## src/common/datapath_pkg.sv

```systemverilog
`default_nettype none

package datapath_pkg;

    localparam int word_width = 32;
    localparam int reg_count = 16;
    localparam int reg_index_width = $clog2(reg_count);
    localparam int opcode_width = 5;
    localparam int c_width = 19;

    // One instruction word, read as a register form or as an immediate form
    typedef union packed {
        struct packed {
            logic [opcode_width-1:0]    opcode;
            logic [reg_index_width-1:0] ra;
            logic [reg_index_width-1:0] rb;
            logic [reg_index_width-1:0] rc;
            logic [14:0]                unused;
        } reg_form;
        struct packed {
            logic [opcode_width-1:0]    opcode;
            logic [reg_index_width-1:0] ra;
            logic [reg_index_width-1:0] rb;  // Low two bits are the branch condition
            logic [c_width-1:0]         c;
        } imm_form;
    } ir_word_t;

    typedef enum logic [opcode_width-1:0] {
        alu_add  = 5'b00011,
        alu_sub  = 5'b00100,
        alu_and  = 5'b00101,
        alu_or   = 5'b00110,
        alu_ror  = 5'b00111,
        alu_rol  = 5'b01000,
        alu_shr  = 5'b01001,
        alu_shra = 5'b01010,
        alu_shl  = 5'b01011,
        alu_mul  = 5'b10000,
        alu_neg  = 5'b10001,
        alu_not  = 5'b10010
    } alu_op_t;

    typedef enum logic [1:0] {
        cond_zero     = 2'b00,
        cond_nonzero  = 2'b01,
        cond_positive = 2'b10,
        cond_negative = 2'b11
    } branch_cond_t;

endpackage

`default_nettype wire
```

## src/source/con_ff_logic.sv

```systemverilog
`default_nettype none

module con_ff_logic (
    input  logic                                clock,
    input  logic                                rst_n,
    input  datapath_pkg::ir_word_t              ir,
    input  logic [datapath_pkg::word_width-1:0] bus_data,
    input  logic                                con_in,
    output logic                                con_flag
);

    import datapath_pkg::*;

    branch_cond_t condition;
    logic         is_zero;
    logic         condition_met;

    assign condition = branch_cond_t'(ir.imm_form.rb[1:0]);  // IR[20:19]
    assign is_zero = (bus_data == '0);

    always_comb begin
        case (condition)
            cond_zero:     condition_met = is_zero;
            cond_nonzero:  condition_met = !is_zero;
            cond_positive: condition_met = !bus_data[word_width-1] && !is_zero;
            default:       condition_met = bus_data[word_width-1];
        endcase
    end

    always_ff @(posedge clock or negedge rst_n) begin
        if (!rst_n) begin
            con_flag <= 1'b0;
        end else if (con_in) begin
            con_flag <= condition_met;
        end
    end

endmodule

`default_nettype wire

```

## config.mk

```make
export PLATFORM = sky130hd
export DESIGN_NAME = con_ff_logic
export DESIGN_NICKNAME = d
export VERILOG_FILES = /design/src/common/datapath_pkg.sv /design/src/source/con_ff_logic.sv
export SDC_FILE = /design/constraint.sdc
export NUM_CORES = 1
export LEC_CHECK = 0
export CORE_AREA = 2 2 39 41
export CTS_BUF_LIST = sky130_fd_sc_hd__clkbuf_4 sky130_fd_sc_hd__clkbuf_8
export CTS_CLUSTER_DIAMETER = 40
export DETAILED_ROUTE_END_ITERATION = 8
export DIE_AREA = 0 0 41 43
export DONT_BUFFER_PORTS = 1
export SYNTH_ARGS = -nofsm -noshare
export SYNTH_HDL_FRONTEND = slang
export SYNTH_SLANG_ARGS = --single-unit
export TNS_END_PERCENT = 1
```

## constraint.sdc

```tcl
create_clock -name clock -period 1.8 [get_ports clock]
set_input_delay 0.09 -clock clock [delete_from_list [all_inputs] [get_ports clock]]
set_output_delay 0.09 -clock clock [all_outputs]
set_load 0.05 [all_outputs]
```

# Word level (Yosys, flattened, before mapping)
# Cells that the tools add are included.
# Widths: inputs -> output; s select.
# totals
in_bits,67
regBits,1
word_cells,9
output_inout_bits,1
# op_classes
reduce_logical,5
eq_ne,2
muxes,1
# op_table
op,n
$logic_not 32->1,1
$pmux 1 s3,1
$eq 2x1->1 const B,1
$eq 2x2->1 const B,1
$logic_not 1->1,2
$logic_not 2->1,1
$logic_and 1x1->1,1

# Logic depth before layout (Yosys ltp)
# Gate-level depths: netlist of the first run.
# depth
word_depth,4
depth_mapped,4
ltp_nobuf,4

# Least setup slack after synthesis of the first run
# Ideal clock, no wire load.
# synth_path
path_kind,register -> register
from,"register, netlist name con_flag"
to,register con_flag
synth_period_minus_slack_ps,954
path_buffers,0
stages_incl_launch_ff,3
required_ps,1718
setup_ps,82
arrival_time_ps,872
slack_ps,846
path_cell_list,dfrtp_1 -> o32ai_1 -> a31oi_1
# synth_rtl
item,line_no,rtl
"end signal, assigned",con_ff_logic.sv:34,con_flag <= condition_met;
"end, declared",con_ff_logic.sv:9,output logic con_flag

# Final worst setup path of the first run
# layout_path
from,input port bus_data[25] in the netlist's numbering
to,register con_flag
# layout_via
elab_chain_cells,4
# layout_rtl
item,line_no,rtl
"start, declared",con_ff_logic.sv:7,"input logic [datapath_pkg::word_width-1:0] bus_data,"
$logic_not 32->1 (*),con_ff_logic.sv:19,assign is_zero = (bus_data == '0);
$logic_not 1->1,"con_ff_logic.sv:24, con_ff_logic.sv:25",
$logic_and 1x1->1,con_ff_logic.sv:25,cond_positive: condition_met = !bus_data[word_width-1] && !is_zero;
$pmux 1 s3 (*),con_ff_logic.sv:22,case (condition)
# Mark *: on every way between the ends. The rest lies on a longest branch, timed or not.
# A chain may end at the register's enable or synchronous reset.

==> results of run 1 <==
-- cell usage in the layout (no fill, tap or decap) --
cell type / instances
nor4_1: 5
nand4_1: 2
dlygate4sd3_1: 1
xnor2_1: 1
nor2b_1: 1
nand3_1: 1
dfrtp_1: 1
buf_4: 1
o211ai_1: 1
a31oi_1: 1
or2_0: 1
nor4_2: 3
o32ai_1: 1
-- worst max-delay path by stage --
stage / to / depth (start not counted)
2_1_floorplan: con_flag$_DFFE_PN0P_ / 2
3_3_place_gp: con_flag$_DFFE_PN0P_ / 4
3_5_place_dp: con_flag$_DFFE_PN0P_ / 4
4_1_cts: con_flag$_DFFE_PN0P_ / 4
5_1_grt: con_flag$_DFFE_PN0P_ / 4
6_report: con_flag$_DFFE_PN0P_ / 4
-- routing by layer --
layer | track usage (%) | part of all wire, % | vias to the layer above
li1 | - | - | 86
met1 | 4.473 | 22 | 75
met2 | 12.19 | 61 | 21
met3 | 0 | 16 | 0
met4 | 0 | 0 | 0
met5 | 0 | 0 | -
-- synth_stat cells --
master    instances  area share (%)
nand4_1           2             8.1
nor4_1            5              20
o32ai_1           1             5.6
dfrtp_1           1              16
nand3_1           1             3.2
a31oi_1           1             4.0
nor2b_1           1             4.0
xnor2_1           1             5.6
nor4_2            3              24
or2_0             1             4.0
o211ai_1          1             4.8
-- metrics by stage --
stage | setup slack, ns | hold slack [ns] | instances
final | 0.7717 | 0.2007 | 36
after detailed placement | 0.7345 | -0.2055 | 35
after CTS | 0.7315 | 0.2066 | 36
after floorplan | 0.8463 | -0.2056 | 18
after global placement | 0.7530 | -0.2056 | 35
after global routing | 0.6253 | 0.2190 | 36
-- cells by family after synthesis --
logic type       count (synthesis)  synth area share (%)
AND/OR/NAND/NOR                 13                 63.71
AO/OA/AOI/OAI                    3                 14.52
flip-flops                       1                 16.13
XOR/XNOR                         1                 5.646
-- worst register-to-register path, cell delays in order, from the launching register on --
cell and delay (ns):
dfrtp_1 0.34, buf_4 0.19, o32ai_1 0.11, a31oi_1 0.07
-- cell type report --
type,instances,area (µm²)
fill,155,1191
multi-input combinational,17,130.1
sequential,1,25.02
tap,16,20.02
timing repair buffer,2,17.52
-- where the power goes --
part	leakage, nW	total (mW)	internal [mW]	switching, mW
clock network	0	0	0	0
logic	0.0229	0.0292	0.0132	0.0161
registers	0.0111	0.0263	0.0256	0.000733
==> flow_summary_export.csv, run 1 <==
group,metric,value,unit
run_status,status,"finished clean",
timing,hold_viol,0,
timing,period_share,57.13,%
route,routed_wl,476,µm
setup_path,rrSetupSlack,0.96,ns
hold_path,hold_end,"con_flag$_DFFE_PN0P_",
clock_network,clk-insertion-delay-late,0,ns
pwr,power.total,55.56,µW
hold_path,hold_depth,1,
setup_path,worst-path-buf-inv,0,
timing,finalSetupViolCount,0,
setup_path,cp-start-kind,"input port",
route,drtAntennaViolNets,0,
finish,area_delta_synth_final,24.19,%
global_route,grt_pass1_wl,669,µm
timing,relSlewSlack,83.04,%
placement,place_area,182.7,µm²
route,initialDrtViolationCount,0,
synth,synthCells,18,
synth,synth_area_per_cell,8.619,µm²
synth,synth_seq_area_share,16.13,%
setup_path,timing.critical_path.from,"bus_data[25]",
finish,final_area,192.7,µm²
finish,largest_reg_flops,1,
floorplan,design.core.area,1384,µm²
finish,final_core_util,13.92,%
pwr,ir_worst_vdd,0.05201,mV
floorplan,dieArea,1763,µm²
synth,yosys_warnings,0,
setup_path,cp-end-kind,"flip-flop",
setup_path,critical_path.cell_chain,"nor4_1, nand4_1, or2_0, a31oi_1",
route,dr.pass1.iters,1,
pwr,p_leak,0.03401,nW
timing,tns,0,ns
clock_network,clkTransAtPathRegs,0,ns
finish,num_antenna_cells,0,
setup_path,critical_path_class,"input port to flip-flop",
hold_path,worst_hold_path_type,"input port to flip-flop",
timing,rsz0062_at_grt,"no",
job,drv_cap,0,
global_route,antenna_found_initial,0,
timing,worstMarginPinSlew,0.2520,ns
floorplan,fp.dieW,41,µm
floorplan,start_util,11.21,%
timing,max_freq,0.9724,GHz
route,post_drt_wl_per_cell,13.22,µm
setup_path,r2r_cells,3,
placement,io_buffers,0,
setup_path,reg2reg_from,"con_flag$_DFFE_PN0P_",
timing,drv_slew,0,
placement,place_congestion,0.5087,
clock_network,postCtsHoldBufs,1,
setup_path,r2r-end,"con_flag$_DFFE_PN0P_",
clock_network,cts_setup_buffers,0,
global_route,grt_max_degree,4,
timing,period_needed,1.028,ns
hold_path,hold_start,"con_in",
finish,drive_gt1_share,20.00,%
route,vias,182,
floorplan,num_rows,14,
floorplan,pin_count,68,
synth,synth_nets,85,
route,viasPerCell,5.056,
global_route,grt_use_total,5.311,%
finish,regMostFlops,"con_flag",
synth,yosysUniqueCellTypes,11,
floorplan,die_height,43,µm
pwr,cellPowerDensity,288.3,nW/µm²
synth,ys_ff_latch,1,
clock_network,cts_resized,0,
setup_path,path_max_fanout,2,
setup_path,slowest_delay,0.27,ns
setup_path,critPathArrivalTime,0.94,ns
global_route,grt_pass1_vias,178,
setup_path,cp_slowest_cell,"nor4_1",
timing,finClkSkew,0,ns
finish,reg_top3,"con_flag (1)",
global_route,overflow,0,
route,drc,0,
setup_path,critPathRequiredTime,1.71,ns
setup_path,critical-path-top-delay-family,"simple AND/OR/NAND/NOR gates",
synth,syn_area,155.1,µm²
finish,final_nets,89,
Power figures use the tool's default switching activity.
==> inputs of run 2 (changes only) <==
clock period = 0.9 ns   (was 1.8 ns; I/O delays follow)
==> run 2 against run 1 <==
  * Final cell count did not move
  * The run now ends with negative setup slack left
  * Critical endpoint unchanged
  * Power increased by 130%
  * Flip-flop and latch count unchanged
  * Sequential share of layout area is 4.1 points lower
  * Register-to-register slack lost 0.73 ns
  * Utilization grew 7.3 points
  * Largest power group unchanged
==> flow_summary_export.csv, run 2 (synthesis gave the netlist of run 1 again) <==
group,metric,value,unit
route,viasPerCell,5.333,
run_status,failed_checks,"negative setup slack",
global_route,grt_busiest_layer,"met2",
floorplan,dieArea,1763,µm²
finish,final_area,294.0,µm²
route,initialDrtViolationCount,1,
timing,hold_viol,0,
clock_network,clkTransAtPathRegs,0,ns
global_route,use_met2,12.81,%
route,drtAntennaViolNets,0,
floorplan,design.core.area,1384,µm²
floorplan,num_rows,14,
setup_path,critical-path-top-delay-family,"simple AND/OR/NAND/NOR gates",
finish,largest_reg_flops,1,
finish,layout_commonest_cell,"nor4_4",
global_route,grt_max_degree,4,
setup_path,cp_slowest_cell,"nor4_4",
pwr,cellPowerDensity,430.5,nW/µm²
hold_path,worst_hold_path_type,"input port to flip-flop",
timing,worstMarginPinSlew,0.1912,ns
global_route,overflow,0,
clock_network,clk-insertion-delay-late,0,ns
global_route,grt_use_total,5.205,%
setup_path,cp-end-kind,"flip-flop",
timing,max_freq,1.090,GHz
setup_path,worst-path-buf-inv,0,
finish,reg_top3,"con_flag (1)",
setup_path,path_max_fanout,2,
finish,drive_gt1_share,55.00,%
timing,period_share,101.9,%
timing,relSlewSlack,87.16,%
setup_path,critPathArrivalTime,0.82,ns
route,dr.pass1.iters,2,
floorplan,die_height,43,µm
finish,area_delta_synth_final,89.52,%
finish,regMostFlops,"con_flag",
setup_path,cp-start-kind,"input port",
timing,drv_slew,0,
placement,place_inst,35,
pwr,p_leak,0.04769,nW
finish,final_nets,89,
timing,finClkSkew,0,ns
timing,period_needed,0.9170,ns
floorplan,start_util,11.21,%
finish,num_antenna_cells,0,
setup_path,critical_path_class,"input port to flip-flop",
finish,fillers,145,
route,routed_wl,533,µm
timing,finalSetupViolCount,1,
placement,io_buffers,0,
route,drc,0,
route,post_drt_wl_per_cell,14.81,µm
setup_path,critical_path.cell_chain,"nor4_4, nand4_1, or2_0, a31oi_1",
placement,place_area,183.9,µm²
global_route,antenna_found_initial,0,
placement,place_congestion,0.4900,
global_route,use_met1,3.503,%
pwr,ir_worst_vdd,0.1375,mV
finish,layoutNonFillerInstCount,36,
finish,layout_common_cells,"nor4_4 (7), nand4_1 (2)",
global_route,grt_pass1_wl,676,µm
setup_path,slowest_delay,0.25,ns
setup_path,critPathRequiredTime,0.81,ns
floorplan,pin_count,68,
placement,place_ws,-0.1001,ns
timing,layout_setup_ws,-0.01703,ns
floorplan,fp.dieW,41,µm
job,drv_cap,0,
route,vias,192,
global_route,grt_pass1_vias,194,
timing,rsz0062_at_grt,"yes",
run_status,status,"finished with violations",
global_route,met3_usage,0,%
run 2: cell counts in the layout (fill, tap and decap cells not counted):
Identical to the previous run, type by type.
run 2: area by class of cell:
| cell class | count | area [µm²] | share of cell area (%) |
|---|---|---|---|
| multi-input cells | 17 | 230.2 | 78.30 |
| flip-flops and latches | 1 | 26.28 | 8.936 |
| repair buffers | 2 | 17.52 | 5.957 |
| well taps | 16 | 20.02 | 6.809 |
run 2: per-stage QoR:
step | hold WS, ns | util, % | power, mW | TNS [ns]
6_report | 0.1616 | 21.25 | 0.1266 | -0.01703
5_1_grt | 0.1829 | 21.25 | 0.1321 | -0.1372
4_1_cts | 0.1627 | 19.44 | 0.1223 | -0.02775
3_5_place_dp | -0.2506 | 13.29 | 0.1096 | -0.1001
3_3_place_gp | -0.2506 | 13.29 | 0.1083 | -0.07443
2_1_floorplan | -0.2506 | - | 0.09710 | 0
run 2: where the power goes:
part | internal [mW] | switching, mW | total [mW]
Sequential | 0.0523 | 0.00406 | 0.0564
Combinational | 0.0390 | 0.0312 | 0.0702
Clock | 0 | 0 | 0
Total | 0.0913 | 0.0353 | 0.127
run 2: worst paths after layout:
check,startpoint,to,slack (ns),depth (start not counted)
max in group asynchronous,rst_n,con_flag$_DFFE_PN0P_,0.52,1
min in group asynchronous,rst_n,con_flag$_DFFE_PN0P_,0.26,1
min,con_in,con_flag$_DFFE_PN0P_,0.16,1
min reg2reg,con_flag$_DFFE_PN0P_,con_flag$_DFFE_PN0P_,0.58,2
max reg2reg,con_flag$_DFFE_PN0P_,con_flag$_DFFE_PN0P_,0.23,2
max,bus_data[17],con_flag$_DFFE_PN0P_,-0.02,4
run 2: repair_timing:
item                                   4_1_cts  5_1_grt
pin swaps                                    6        2
hold buffers                                 1        0
endpoints found under the hold margin        1        0
setup endpoints to repair                    1        1
buffers inserted                             0        0
gates resized for setup                     10        3
gates cloned                                 0        0
run 2: routing by layer:
metal	wire length [µm]	up-vias
li1	-	86
met1	105	84
met2	309	22
met3	118	0
met4	0	0
met5	0	-
==> inputs of run 3 (changes only) <==
CORE_AREA = 10 10 47 49   (was 2 2 39 41)
DIE_AREA = 0 0 57 59   (was 0 0 41 43)
TNS_END_PERCENT = 30   (was 1)
==> run 3 against run 2 <==
  * The run still ends with negative setup slack left
  * Routed wire length rose by 62%
  * Hold slack got worse by 0.0053 ns
  * First-iteration DRC count fell by 100%
  * Flip-flop and latch count did not move
  * Critical endpoint unchanged
  * Largest power group unchanged
  * Worst setup slack got worse by 0.016 ns
  * Combinational power fell by 4.4%
  * Register-to-register slack barely moved
  * Sequential share of layout area rose by 0.88 points
  * Utilization fell by 2.1 points
==> flow_summary_export.csv, run 3 (synthesis gave the netlist of run 1 again) <==
group,metric,value,unit
global_route,grt_max_degree,4,
finish,num_antenna_cells,0,
global_route,grt_pass1_vias,259,
placement,place_congestion,0.5804,
route,drtAntennaViolNets,0,
finish,regMostFlops,"con_flag",
setup_path,critical_path_class,"input port to flip-flop",
finish,reg_top3,"con_flag (1)",
timing,holdWs,0.1563,ns
timing,drv_slew,0,
finish,area_delta_synth_final,72.58,%
floorplan,design.core.area,1401,µm²
global_route,antenna_found_initial,0,
finish,fillers,162,
placement,place_inst,35,
setup_path,cp-start-kind,"input port",
route,vias,199,
run_status,status,"finished with violations",
route,post_drt_wl_per_cell,23.97,µm
setup_path,critPathRequiredTime,0.81,ns
timing,max_freq,1.072,GHz
pwr,switching_share,28.54,%
placement,io_buffers,0,
pwr,p_clk_share,0,%
run_status,failed_checks,"negative setup slack",
pwr,intPower,87.88,µW
floorplan,fp.dieW,57,µm
setup_path,critPathArrivalTime,0.84,ns
timing,finalSetupViolCount,1,
timing,hold_viol,0,
timing,tns,-0.03280,ns
clock_network,clk-insertion-delay-late,0,ns
finish,largest_reg_flops,1,
pwr,cellPowerDensity,459.3,nW/µm²
floorplan,pin_count,68,
floorplan,num_rows,14,
hold_path,worst_hold_path_type,"input port to flip-flop",
pwr,power_switching,35.10,µW
job,drv_cap,0,
finish,layout_common_cells,"nor4_4 (4), nor4_2 (4), nand4_1 (2)",
pwr,p_leak,0.04304,nW
timing,period_share,103.6,%
route,routed_wl,863,µm
finish,final_area,267.8,µm²
global_route,grt_use_total,4.879,%
timing,layout_setup_ws,-0.03280,ns
route,viasPerCell,5.528,
timing,rsz0062_at_grt,"yes",
global_route,grt_pass1_wl,1393,µm
global_route,overflow,0,
floorplan,start_util,11.07,%
floorplan,dieArea,3363,µm²
pwr,ir_worst_vdd,0.3080,mV
finish,drive_gt1_share,55.00,%
route,drc,0,
finish,layoutNonFillerInstCount,36,
route,initialDrtViolationCount,0,
route,dr.pass1.iters,1,
timing,finClkSkew,0,ns
clock_network,clkTransAtPathRegs,0,ns
timing,relSlewSlack,86.48,%
finish,final_nets,89,
floorplan,die_height,59,µm
pwr,pwr-share-seq,45.5,%
placement,place_area,183.9,µm²
timing,worstMarginPinSlew,0.2012,ns
pwr,comb_power_share,54.5,%
setup_path,path_max_fanout,2,
timing,period_needed,0.9328,ns
setup_path,cp-end-kind,"flip-flop",
[run 3: cell types whose count changed in the layout (fill, tap and decap cells not counted)]
cell	delta
nor4_2	+3
nor4_4	-3
[run 3: worst paths after layout]
kind / depth (start not counted) / slack (ns) / from / endpoint
setup reg to reg: 2 / 0.24 / con_flag$_DFFE_PN0P_ / con_flag$_DFFE_PN0P_
min in group asynchronous: 1 / 0.27 / rst_n / con_flag$_DFFE_PN0P_
setup / recovery: 4 / -0.03 / bus_data[1] / con_flag$_DFFE_PN0P_
hold / removal: 1 / 0.16 / con_in / con_flag$_DFFE_PN0P_
max in group asynchronous: 1 / 0.52 / rst_n / con_flag$_DFFE_PN0P_
hold reg to reg: 2 / 0.57 / con_flag$_DFFE_PN0P_ / con_flag$_DFFE_PN0P_
[run 3: area by class of cell]
type	count	area, µm²	area share (%)
Multi-Input combinational cell	17	203.9	76.17
Sequential cell	1	26.28	9.813
Tap cell	16	20.02	7.477
Timing Repair Buffer	2	17.52	6.542
[run 3: per-layer routing]
layer / routed length (µm) / track usage (%) / vias to the layer above
li1: - / - / 86
met1: 238 / 4.621 / 84
met2: 436 / 8.682 / 29
met3: 188 / 3.863 / 0
met4: 0 / 0 / 0
met5: 0 / 0 / -
[run 3: timing repair]
action                     4_1_cts  5_1_grt
setup endpoints to repair        1        1
setup buffers                    0        0
hold endpoints to repair         1        0
gates cloned                     0        0
resized for setup                8        2
pin swaps                        6        4
hold buffers                     1        0
[run 3: worst max-delay path, cell delays in order]
cell and delay (ns):
nor4_2 0.25, nand4_1 0.18, or2_0 0.24, a31oi_1 0.13
[run 3: power by group through the flow]
stage	registers (mW)	logic [mW]	clock network, mW
floorplan	0.0748	0.0223	0
global placement	0.0553	0.0538	0
detailed placement	0.0551	0.0548	0
CTS	0.0551	0.0652	0
global route	0.0562	0.0732	0
finish	0.0559	0.0671	0
[run 3: per-stage QoR]
step	power, mW	worst slack [ns]	utilization [%]
floorplan	0.09710	0.03576	-
global placement	0.1091	-0.1633	13.13
detailed placement	0.1099	-0.1570	13.13
CTS	0.1203	-0.05286	17.95
global route	0.1294	-0.1465	19.11
finish	0.1230	-0.03280	19.11
