File: config.mk
export PLATFORM = sky130hd
export DESIGN_NAME = ir_select_encode
export DESIGN_NICKNAME = d
export VERILOG_FILES = /design/src/common/datapath_pkg.sv /design/src/source/ir_select_encode.sv
export SDC_FILE = /design/constraint.sdc
export NUM_CORES = 1
export LEC_CHECK = 0
export BUFFER_PORTS_ARGS = -buffer_cell sky130_fd_sc_hd__buf_2
export CAP_MARGIN = 25
export CORE_MARGIN = 2
export CORE_UTILIZATION = 34
export DETAILED_ROUTE_END_ITERATION = 8
export PLACE_DENSITY = 0.9
export SLEW_MARGIN = 10
export SYNTH_ARGS = -nofsm -noshare
export SYNTH_HDL_FRONTEND = slang
export SYNTH_SLANG_ARGS = --single-unit
export TNS_END_PERCENT = 50
File: constraint.sdc
create_clock -name vclk -period 2.9
set_input_delay 0.29 -clock vclk [all_inputs]
set_output_delay 0.29 -clock vclk [all_outputs]
set_load 0.05 [all_outputs]
File: src/common/datapath_pkg.sv
`default_nettype none

package datapath_pkg;

    localparam int word_width = 32;
    localparam int reg_count = 16;
    localparam int reg_index_width = $clog2(reg_count);
    localparam int opcode_width = 5;
    localparam int c_width = 19;

    // One instruction word, read as a register form or as an immediate form
    typedef union packed {
        struct packed {
            logic [opcode_width-1:0]    opcode;
            logic [reg_index_width-1:0] ra;
            logic [reg_index_width-1:0] rb;
            logic [reg_index_width-1:0] rc;
            logic [14:0]                unused;
        } reg_form;
        struct packed {
            logic [opcode_width-1:0]    opcode;
            logic [reg_index_width-1:0] ra;
            logic [reg_index_width-1:0] rb;  // Low two bits are the branch condition
            logic [c_width-1:0]         c;
        } imm_form;
    } ir_word_t;

    typedef enum logic [opcode_width-1:0] {
        alu_add  = 5'b00011,
        alu_sub  = 5'b00100,
        alu_and  = 5'b00101,
        alu_or   = 5'b00110,
        alu_ror  = 5'b00111,
        alu_rol  = 5'b01000,
        alu_shr  = 5'b01001,
        alu_shra = 5'b01010,
        alu_shl  = 5'b01011,
        alu_mul  = 5'b10000,
        alu_neg  = 5'b10001,
        alu_not  = 5'b10010
    } alu_op_t;

    typedef enum logic [1:0] {
        cond_zero     = 2'b00,
        cond_nonzero  = 2'b01,
        cond_positive = 2'b10,
        cond_negative = 2'b11
    } branch_cond_t;

endpackage

`default_nettype wire
File: src/source/ir_select_encode.sv
`default_nettype none

module ir_select_encode (
    input  datapath_pkg::ir_word_t                ir,
    input  logic                                  gra,
    input  logic                                  grb,
    input  logic                                  grc,
    input  logic                                  reg_in,
    input  logic                                  reg_out,
    input  logic [datapath_pkg::reg_count-1:0]    reg_load_ext,
    output logic [datapath_pkg::reg_count-1:0]    reg_load,
    output logic [datapath_pkg::reg_count-1:0]    reg_drive,
    output logic [datapath_pkg::word_width-1:0]   c_sign_extended
);

    import datapath_pkg::*;

    logic [reg_index_width-1:0] index;
    logic [reg_count-1:0]       decoded;
    logic [reg_count-1:0]       load_decoded;

    always_comb begin
        index = '0;
        if (gra) begin
            index = ir.reg_form.ra;
        end else if (grb) begin
            index = ir.reg_form.rb;
        end else if (grc) begin
            index = ir.reg_form.rc;
        end
        decoded = '0;
        decoded[index] = gra | grb | grc;
    end

    assign load_decoded = reg_in ? decoded : '0;
    assign reg_load = (load_decoded != '0) ? load_decoded : reg_load_ext;  // External loads when no field is selected
    assign reg_drive = reg_out ? decoded : '0;

    assign c_sign_extended = {{(word_width - c_width){ir.imm_form.c[c_width-1]}}, ir.imm_form.c};

endmodule

`default_nettype wire

# Word-level counts from Yosys, hierarchy flattened

Index checks and enable logic that the tools add are counted.

Divide/modulo/power cells: 0
$add $sub $neg: 0
Multipliers: 0
Bitwise logic cells: 3
Mux-type cells: 8
Equality and inequality tests: 0
Order comparisons: 2
Shifts and indexed selects: 0
Reductions and logical operators: 2

Operators by type and width:

| operator           | number |
|---|---|
| $mux 16            | 3 |
| $and 16x16->16     | 1 |
| $reduce_bool 16->1 | 1 |
| $mux 4             | 3 |
| $lt 4x5->1 const B | 1 |
| $demux 1 s4        | 1 |
| $ge 4x1->1 const B | 1 |
| $or 1x1->1         | 2 |
| $logic_and 1x1->1  | 1 |
| $mux 1             | 1 |

Input bits: 53
Word-level logic and storage cells: 15
Bits in writable memories: 0
Bits in registers: 0
Latch bits: 0
Memories: 0
Memory bits (read-only): 0
Output and inout port bits: 64

# Logic depth before layout (Yosys ltp)

Gate-level depths: netlist of the first run.

Depth after elaboration: 11
Depth in mapped cells: 5
Gate-level depth less buffers: 4

# Least setup slack after synthesis of the first run

Ideal clock, no wire load.

Kind: input to output
From: input grb
To: output reg_load[7] (netlist bit)
Path slack: 485 ps
Stages: 5
Arrival: 2125 ps
Data required time: 2610 ps
Buffers on the path: 1
Path through: buf_6 -> nand3b_1 -> a21oi_4 -> nand3_1 -> o21ai_0

Word-level cells in the longest chain between the ends: 10
Elaborated cells on any way between the ends: 13
Classes of those cells: order compare (2); mux (6); bitwise (3); reduce/logical (2)

RTL lines:

| what                                                           | line                   | text |
|---|---|---|
| start, declared                                                | ir_select_encode.sv:6  | `input logic grb,` |
| $mux 4                                                         | ir_select_encode.sv:26 | `end else if (grb) begin` |
| $mux 4                                                         | ir_select_encode.sv:24 | `if (gra) begin` |
| $lt 4x5->1 (not written as such) or $ge 4x1->1 (tied branches) | ir_select_encode.sv:32 | `decoded[index] = gra \| grb \| grc;` |
| $logic_and 1x1->1 (not written as such)                        | ir_select_encode.sv:32 |  |
| $mux 1 (not written as such)                                   | ir_select_encode.sv:32 |  |
| $demux 1 s4                                                    | ir_select_encode.sv:32 |  |
| $and 16x16->16 (no line) (*)                                   | n/a                    |  |
| $mux 16 (*)                                                    | ir_select_encode.sv:35 | `assign load_decoded = reg_in ? decoded : '0;` |
| $reduce_bool 16->1                                             | ir_select_encode.sv:36 | `assign reg_load = (load_decoded != '0) ? load_decoded : reg_load_ext;` |
| $mux 16 (*)                                                    | ir_select_encode.sv:36 |  |
| end, declared                                                  | ir_select_encode.sv:11 | `output logic [datapath_pkg::reg_count-1:0] reg_load,` |

Mark *: on every way between the ends. The rest lies on a longest branch, timed or not.

# Final worst setup path of the first run

From: input gra
To: output reg_drive[0] (netlist bit)

Word-level cells in the longest chain between the ends: 7
Elaborated cells on any way between the ends: 10
Classes of those cells: order compare (2); mux (4); bitwise (3); reduce/logical (1)

RTL lines:

| what                                                           | line                   | text |
|---|---|---|
| start, declared                                                | ir_select_encode.sv:5  | `input logic gra,` |
| $mux 4                                                         | ir_select_encode.sv:24 |  |
| $lt 4x5->1 (not written as such) or $ge 4x1->1 (tied branches) | ir_select_encode.sv:32 |  |
| $logic_and 1x1->1 (not written as such)                        | ir_select_encode.sv:32 |  |
| $mux 1 (not written as such)                                   | ir_select_encode.sv:32 |  |
| $demux 1 s4                                                    | ir_select_encode.sv:32 |  |
| $and 16x16->16 (no line) (*)                                   | n/a                    |  |
| $mux 16 (*)                                                    | ir_select_encode.sv:37 | `assign reg_drive = reg_out ? decoded : '0;` |
| end, declared                                                  | ir_select_encode.sv:12 | `output logic [datapath_pkg::reg_count-1:0] reg_drive,` |

Marked as above.

==> results.py, run 1 <==
metrics = {
    "run_status": {
        "status": "finished clean",
    },
    "cts": {
        "postCtsSetupRepairBufs": 0,
        "post_cts_resized": 0,
        "ctsHoldBuffers": 0,
    },
    "synth": {
        "synth_cell_type_count": 29,
        "netlist_instances": 126,
        "synth_top_area_share_pct": 29.7,
        "syn-num-nets": 179,
        "ys_top_cells_by_area": "buf_4, nand2_1, o21ai_0",
        "ys_seq_area_share_pct": 0,
        "synth_top_area_cell": "buf_4",
        "synthesis.area_sq_um": 808,
        "yosys_warnings": 0,
        "syn_area_per_cell_sq_um": 6.41,
    },
    "global_routing": {
        "grt_overflow": 0,
        "grt_pass1_vias": 843,
        "antenna_found_initial": 0,
        "grt_max_degree": 17,
        "grt_pass1_wl_um": 3510,
        "grtUsageTotal_pct": 15.9,
    },
    "final_layout": {
        "stdcell_area_sq_um": 992,
        "fin_util_pct": 44.4,
        "final_common_cell": "buf_2",
        "seq_area_sq_um": 0,
        "drive_gt1_share_pct": 53.2,
        "seq_cells": 0,
        "area_growth_pct": 22.8,
        "num_antenna_cells": 0,
        "clock_buffers": 0,
        "fin_nets": 228,
        "final_cell_mix": "buf_2, nand2_1, nor2_1",
        "fin_cells": 201,
    },
    "drt": {
        "routed_wirelength_um": 2450,
        "route.detailed.wl_per_inst_um": 12.2,
        "first_iter_violations": 10,
        "drcViolationCount": 0,
        "drtAntennaViolNets": 0,
        "vias": 1006,
        "drtPass1Iterations": 4,
        "viasPerCell": 5.00,
    },
    "timing": {
        "hold_viol": 0,
        "rsz0062_at_grt": "false",
        "fin_crit_sh_pct": 72.9,
        "finalWorstSetupSlack_ns": 0.786,
        "max_freq_mhz": 473,
        "worstMarginPinSlew_ns": 0.611,
        "setup_tns_ns": 0,
        "finalSetupViolations": 0,
        "post-route-min-period_ns": 2.11,
        "final-max-slew-violation-count": 0,
        "slew_headroom_pct": 59.3,
    },
    "setup_path": {
        "arrival_ns": 1.82,
        "required_ns": 2.61,
        "path_cells": "buf_2 > nor2b_1 > a21oi_4 > or3b_1 > nor2_1 > buf_2",
        "slowest_delay_ns": 0.42,
        "endpoint_kind": "primary output",
        "critPathLaunch": "gra",
        "start_kind": "primary input",
        "cp_common_cell": "buf_2",
        "crit_type": "in2out",
        "critPathCapture": "reg_drive[0]",
        "slowest_stage": "or3b_1",
        "crit_fanout": 13,
    },
    "floorplan": {
        "dieArea_sq_mm": 0.00278,
        "rows": 17,
        "start_util_pct": 36.2,
        "ios": 117,
        "die_h_um": 52.8,
        "core_sq_mm": 0.00223,
        "die_w_um": 52.8,
    },
    "power": {
        "p_comb_share_pct": 100.0,
        "power.density_mw_per_mm2": 284,
        "ir_worst_vdd_v": 0.000166,
        "power.leakage_nw": 0.539,
        "p_sw_share_pct": 74.7,
        "switchingPower_mw": 0.211,
        "p_seq_share_pct": 0,
        "p_int_mw": 0.0713,
        "power.share.clock_pct": 0,
    },
    "placement": {
        "port_buffers": 82,
        "gp_congestion": 0.690,
        "pre_cts_ws_ns": 0.794,
        "dp_hpwl_um": 2020,
        "dp.cells": 201,
        "placed_area_sq_um": 992,
    },
    "hold_path": {
        "holdPathStages": 0,
        "hp-class": "in2out",
    },
    "run": {
        "cap_violations": 0,
    },
}
[metal layers]
| layer | track usage, % | vias to the layer above | routed length [um] |
|---|---|---|---|
| li1 | - | 507 | - |
| met3 | 2.29 | 8 | 164 |
| met2 | 29.8 | 48 | 1260 |
| met4 | 4.70 | 0 | 30 |
| met1 | 18.2 | 443 | 992 |
| met5 | 0 | - | 0 |
[how the worst min path moves through the flow]
stage                                endpoint  startpoint
after floorplan            c_sign_extended[0]       ir[0]
after global routing       c_sign_extended[3]       ir[3]
after CTS                 c_sign_extended[12]      ir[12]
after detailed placement  c_sign_extended[12]      ir[12]
after global placement    c_sign_extended[12]      ir[12]
final                      c_sign_extended[3]       ir[3]
[cell type report]
class,count,area (sq um)
Fill cell,265,1240
Tap cell,28,35.0
Multi-Input combinational cell,90,543
Timing Repair Buffer,82,410
Inverter,1,3.75
[worst max-delay path: cells and delay by family]
| family | cells | cell delay, ns |
|---|---|---|
| and+or+nand+nor | 3 | 0.91 |
| buffers and inverters | 2 | 0.50 |
| AOI/OAI and AO/OA | 1 | 0.12 |
[stage by stage]
stage / power [mW] / hold slack [ns]
final: 0.282 / 0.580
after global routing: 0.301 / 0.580
after CTS: 0.282 / 0.580
after detailed placement: 0.282 / 0.580
after global placement: 0.279 / 0.580
after floorplan: 0.282 / 0.747
[cell families (layout without fill, tap and decap cells)]
logic type	after synthesis	in the layout	share of synthesized area, %
and+or+nand+nor	59	59	36.2
buffers and inverters	36	83	32.8
AOI/OAI and AO/OA	31	31	31.0
[cell usage after synthesis]
master	n
buf_4	32
nand2_1	21
nor2_1	10
o21ai_0	9
nor3_1	8
nor2b_1	6
nand3b_1	5
a21oi_1	4
a22o_1	4
nand3_1	3
a21oi_4	2
a32oi_1	2
buf_2	2
nand2_2	2
o31ai_1	2
a21o_1	1
a21oi_2	1
a22o_2	1
a22oi_2	1
a32o_1	1
and2_1	1
buf_6	1
inv_1	1
nand2b_1	1
nor3b_2	1
o21ai_1	1
o31a_2	1
o31ai_4	1
or3b_1	1
[power by group through the flow]
| stage | Combinational, mW | Sequential (mW) | Clock [mW] |
|---|---|---|---|
| 6_report | 0.282 | 0 | 0 |
| 5_1_grt | 0.301 | 0 | 0 |
| 4_1_cts | 0.282 | 0 | 0 |
| 3_5_place_dp | 0.282 | 0 | 0 |
| 3_3_place_gp | 0.279 | 0 | 0 |
| 2_1_floorplan | 0.282 | 0 | 0 |
(Power assumes the default switching activity.)
==> inputs of run 2 (changes only) <==
- CORE_UTILIZATION: 34 -> 32
- PLACE_DENSITY: 0.9 -> 0.85
- clock period: 2.9 -> 2.1 ns (I/O delays scaled with it)
==> results.py, run 2 (synthesis gave the netlist of run 1 again) <==
metrics = {
    "final_layout": {
        "clock_buffers": 0,
        "drive_gt1_share_pct": 53.2,
        "multi_input_area_sq_um": 543,
        "fin_nets": 228,
        "area_growth_pct": 23.1,
        "seq_area_sq_um": 0,
        "final_common_cell": "buf_2",
        "n_fill_cell": 277,
        "fin_cells": 203,
        "seq_cells": 0,
        "final_cell_mix": "buf_2, nand2_1, nor2_1",
        "num_antenna_cells": 0,
    },
    "global_routing": {
        "grt_pass1_vias": 759,
        "grt_pass1_wl_um": 3230,
        "grtUsageTotal_pct": 14.1,
        "antenna_found_initial": 0,
        "grt_max_degree": 17,
        "grt_overflow": 0,
    },
    "power": {
        "power.density_mw_per_mm2": 390,
        "p_sw_share_pct": 74.6,
        "power.share.clock_pct": 0,
        "power_mw": 0.388,
        "p_int_mw": 0.0986,
        "p_comb_share_pct": 100.0,
        "power.leakage_nw": 0.539,
        "ir_worst_vdd_v": 0.000236,
        "p_seq_share_pct": 0,
        "switchingPower_mw": 0.289,
    },
    "drt": {
        "first_iter_violations": 14,
        "route.detailed.wl_per_inst_um": 11.5,
        "viasPerCell": 4.88,
        "drtPass1Iterations": 4,
        "drcViolationCount": 0,
        "drtAntennaViolNets": 0,
        "vias": 991,
        "routed_wirelength_um": 2330,
    },
    "floorplan": {
        "core_sq_mm": 0.00243,
        "rows": 18,
        "die_w_um": 54.3,
        "start_util_pct": 33.2,
        "dieArea_sq_mm": 0.00294,
        "die_h_um": 54.3,
        "ios": 117,
    },
    "setup_path": {
        "path_buf_inv": 2,
        "path_cells": "buf_2 > nor2b_1 > a21oi_4 > or3b_1 > nor2_1 > buf_2",
        "cp_common_cell": "buf_2",
        "slowest_stage": "or3b_1",
        "crit_fanout": 13,
        "path_depth": 6,
        "arrival_ns": 1.71,
        "crit_type": "in2out",
        "slowest_delay_ns": 0.41,
        "start_kind": "primary input",
        "required_ns": 1.89,
        "endpoint_kind": "primary output",
        "critPathTopFamily": "simple AND/OR/NAND/NOR gates",
    },
    "timing": {
        "hold_viol": 0,
        "fin_crit_sh_pct": 91.6,
        "slew_headroom_pct": 57.2,
        "timing.hold.ws_ns": 0.420,
        "finalSetupViolations": 0,
        "rsz0062_at_grt": "false",
        "final-max-slew-violation-count": 0,
        "post-route-min-period_ns": 1.92,
        "max_freq_mhz": 520,
        "setup_tns_ns": 0,
        "finalWorstSetupSlack_ns": 0.175,
        "worstMarginPinSlew_ns": 0.642,
    },
    "cts": {
        "postCtsSetupRepairBufs": 0,
        "ctsHoldBuffers": 0,
        "post_cts_resized": 0,
    },
    "placement": {
        "pre_cts_ws_ns": 0.154,
        "port_buffers": 82,
        "gp_congestion": 0.818,
        "dp_hpwl_um": 1950,
        "dp.cells": 203,
    },
    "hold_path": {
        "holdPathStages": 0,
        "hp-class": "in2out",
    },
    "run": {
        "cap_violations": 0,
    },
    "run_status": {
        "status": "finished clean",
    },
}
-- run 2: per-stage QoR --
step	utilization (%)	cell area, sq um
6_report	40.9	995
5_1_grt	40.9	995
4_1_cts	40.9	995
3_5_place_dp	40.9	995
3_3_place_gp	40.9	995
2_1_floorplan	-	808
-- run 2: cell type report --
class | count | area share (%)
Inverter | 1 | 0.377
Timing Repair Buffer | 82 | 41.3
Tap cell | 30 | 3.77
Multi-Input combinational cell | 90 | 54.6
-- run 2: metal layers --
metal | share of wire (%) | track usage (%) | up-vias
li1 | - | - | 504
met1 | 38 | 15.7 | 449
met2 | 52 | 28.7 | 38
met3 | 9.5 | 2.46 | 0
met4 | 0 | 0.417 | 0
met5 | 0 | 0 | -
-- run 2: power by group through the flow --
stage	logic [mW]	registers, mW	clock network, mW
3_5_place_dp	0.389	0	0
6_report	0.388	0	0
4_1_cts	0.389	0	0
3_3_place_gp	0.387	0	0
5_1_grt	0.414	0	0
2_1_floorplan	0.390	0	0
-- run 2: path summary, 6_finish.rpt --
kind | startpoint | end | slack (ns)
hold / removal | ir[14] | c_sign_extended[14] | 0.42
setup / recovery | gra | reg_drive[1] | 0.18
==> inputs of run 3 (changes only) <==
- clock period: 2.1 -> 1.9 ns (I/O delays scaled with it)
==> results.py, run 3 (synthesis gave the netlist of run 1 again) <==
metrics = {
    "final_layout": {
        "drive_gt1_share_pct": 55.3,
        "fin_nets": 234,
        "area_growth_pct": 29.1,
        "seq_area_sq_um": 0,
        "seq_cells": 0,
        "clock_buffers": 0,
        "fin_cells": 209,
        "final_common_cell": "buf_2",
        "final_cell_mix": "buf_2, nand2_1, nor2_1",
        "fin_util_pct": 42.9,
        "num_antenna_cells": 0,
    },
    "setup_path": {
        "slowest_stage": "buf_2",
        "required_ns": 1.71,
        "start_kind": "primary input",
        "cp_common_cell": "buf_2",
        "critPathTopFamily": "compound AO/OA/AOI/OAI gates",
        "crit_type": "in2out",
        "path_cells": "buf_2 > nand3b_1 > a21oi_4 > nand2_2 > o31ai_1 > buf_2",
        "slowest_delay_ns": 0.30,
        "arrival_ns": 1.58,
        "endpoint_kind": "primary output",
        "crit_fanout": 13,
        "path_buf_inv": 2,
    },
    "global_routing": {
        "antenna_found_initial": 0,
        "grtUsageTotal_pct": 14.4,
        "grt_pass1_vias": 789,
        "grt_max_degree": 17,
        "grt_pass1_wl_um": 3300,
        "grt_overflow": 0,
    },
    "drt": {
        "first_iter_violations": 14,
        "viasPerCell": 4.86,
        "route.detailed.wl_per_inst_um": 11.4,
        "drtPass1Iterations": 4,
        "drcViolationCount": 0,
        "drtAntennaViolNets": 0,
        "routed_wirelength_um": 2380,
        "vias": 1015,
    },
    "floorplan": {
        "rows": 18,
        "core_sq_mm": 0.00243,
        "start_util_pct": 33.2,
        "die_w_um": 54.3,
        "die_h_um": 54.3,
        "dieArea_sq_mm": 0.00294,
        "ios": 117,
    },
    "hold_path": {
        "hp-class": "in2out",
    },
    "timing": {
        "post-route-min-period_ns": 1.77,
        "hold_viol": 0,
        "finalSetupViolations": 0,
        "finalWorstSetupSlack_ns": 0.127,
        "max_freq_mhz": 564,
        "timing.hold.ws_ns": 0.380,
        "fin_crit_sh_pct": 93.3,
        "final-max-slew-violation-count": 0,
        "worstMarginPinSlew_ns": 0.323,
        "slew_headroom_pct": 78.5,
    },
    "power": {
        "power.leakage_nw": 0.568,
        "ir_worst_vdd_v": 0.000249,
        "power.density_mw_per_mm2": 424,
        "power_mw": 0.442,
    },
    "placement": {
        "port_buffers": 82,
        "dp_hpwl_um": 2000,
        "pre_cts_ws_ns": 0.116,
        "dp.cells": 208,
        "gp_congestion": 0.812,
    },
    "run": {
        "cap_violations": 0,
    },
    "run_status": {
        "status": "finished clean",
    },
}
[run 3: final timing paths]
| kind | endpoint | startpoint | depth (start not counted) | slack, ns |
|---|---|---|---|---|
| max | reg_load[4] | grb | 6 | 0.13 |
| min | c_sign_extended[14] | ir[14] | 0 | 0.38 |
[run 3: what timing repair did]
item,in CTS,in global routing
setup endpoints to repair,0,2
hold buffers,0,0
gates resized for setup,0,1
setup buffers,0,1
[run 3: area by class of cell]
cell class,instances,area [sq um]
fillers,273,1390
repair buffers,88,455
inverters,1,3.75
multi-input cells,90,547
well taps,30,37.5
[run 3: per-stage QoR]
stage                     instance area, sq um  setup TNS [ns]
after CTS                                 1030               0
after global placement                    1030               0
final                                     1040               0
after detailed placement                  1030               0
after floorplan                            808           -5.06
after global routing                      1040        -0.00509
[run 3: routing by layer]
| layer | vias to the layer above | wire (um) | GRT usage, % |
|---|---|---|---|
| li1 | 517 | - | - |
| met1 | 444 | 909 | 16.5 |
| met2 | 50 | 1270 | 29.7 |
| met3 | 4 | 195 | 1.09 |
| met4 | 0 | 10 | 0.417 |
| met5 | - | 0 | 0 |
[run 3: report_power, final]
group          internal [mW]  switching [mW]
sequential                 0               0
clock                      0               0
combinational          0.118           0.324
total                  0.118           0.324
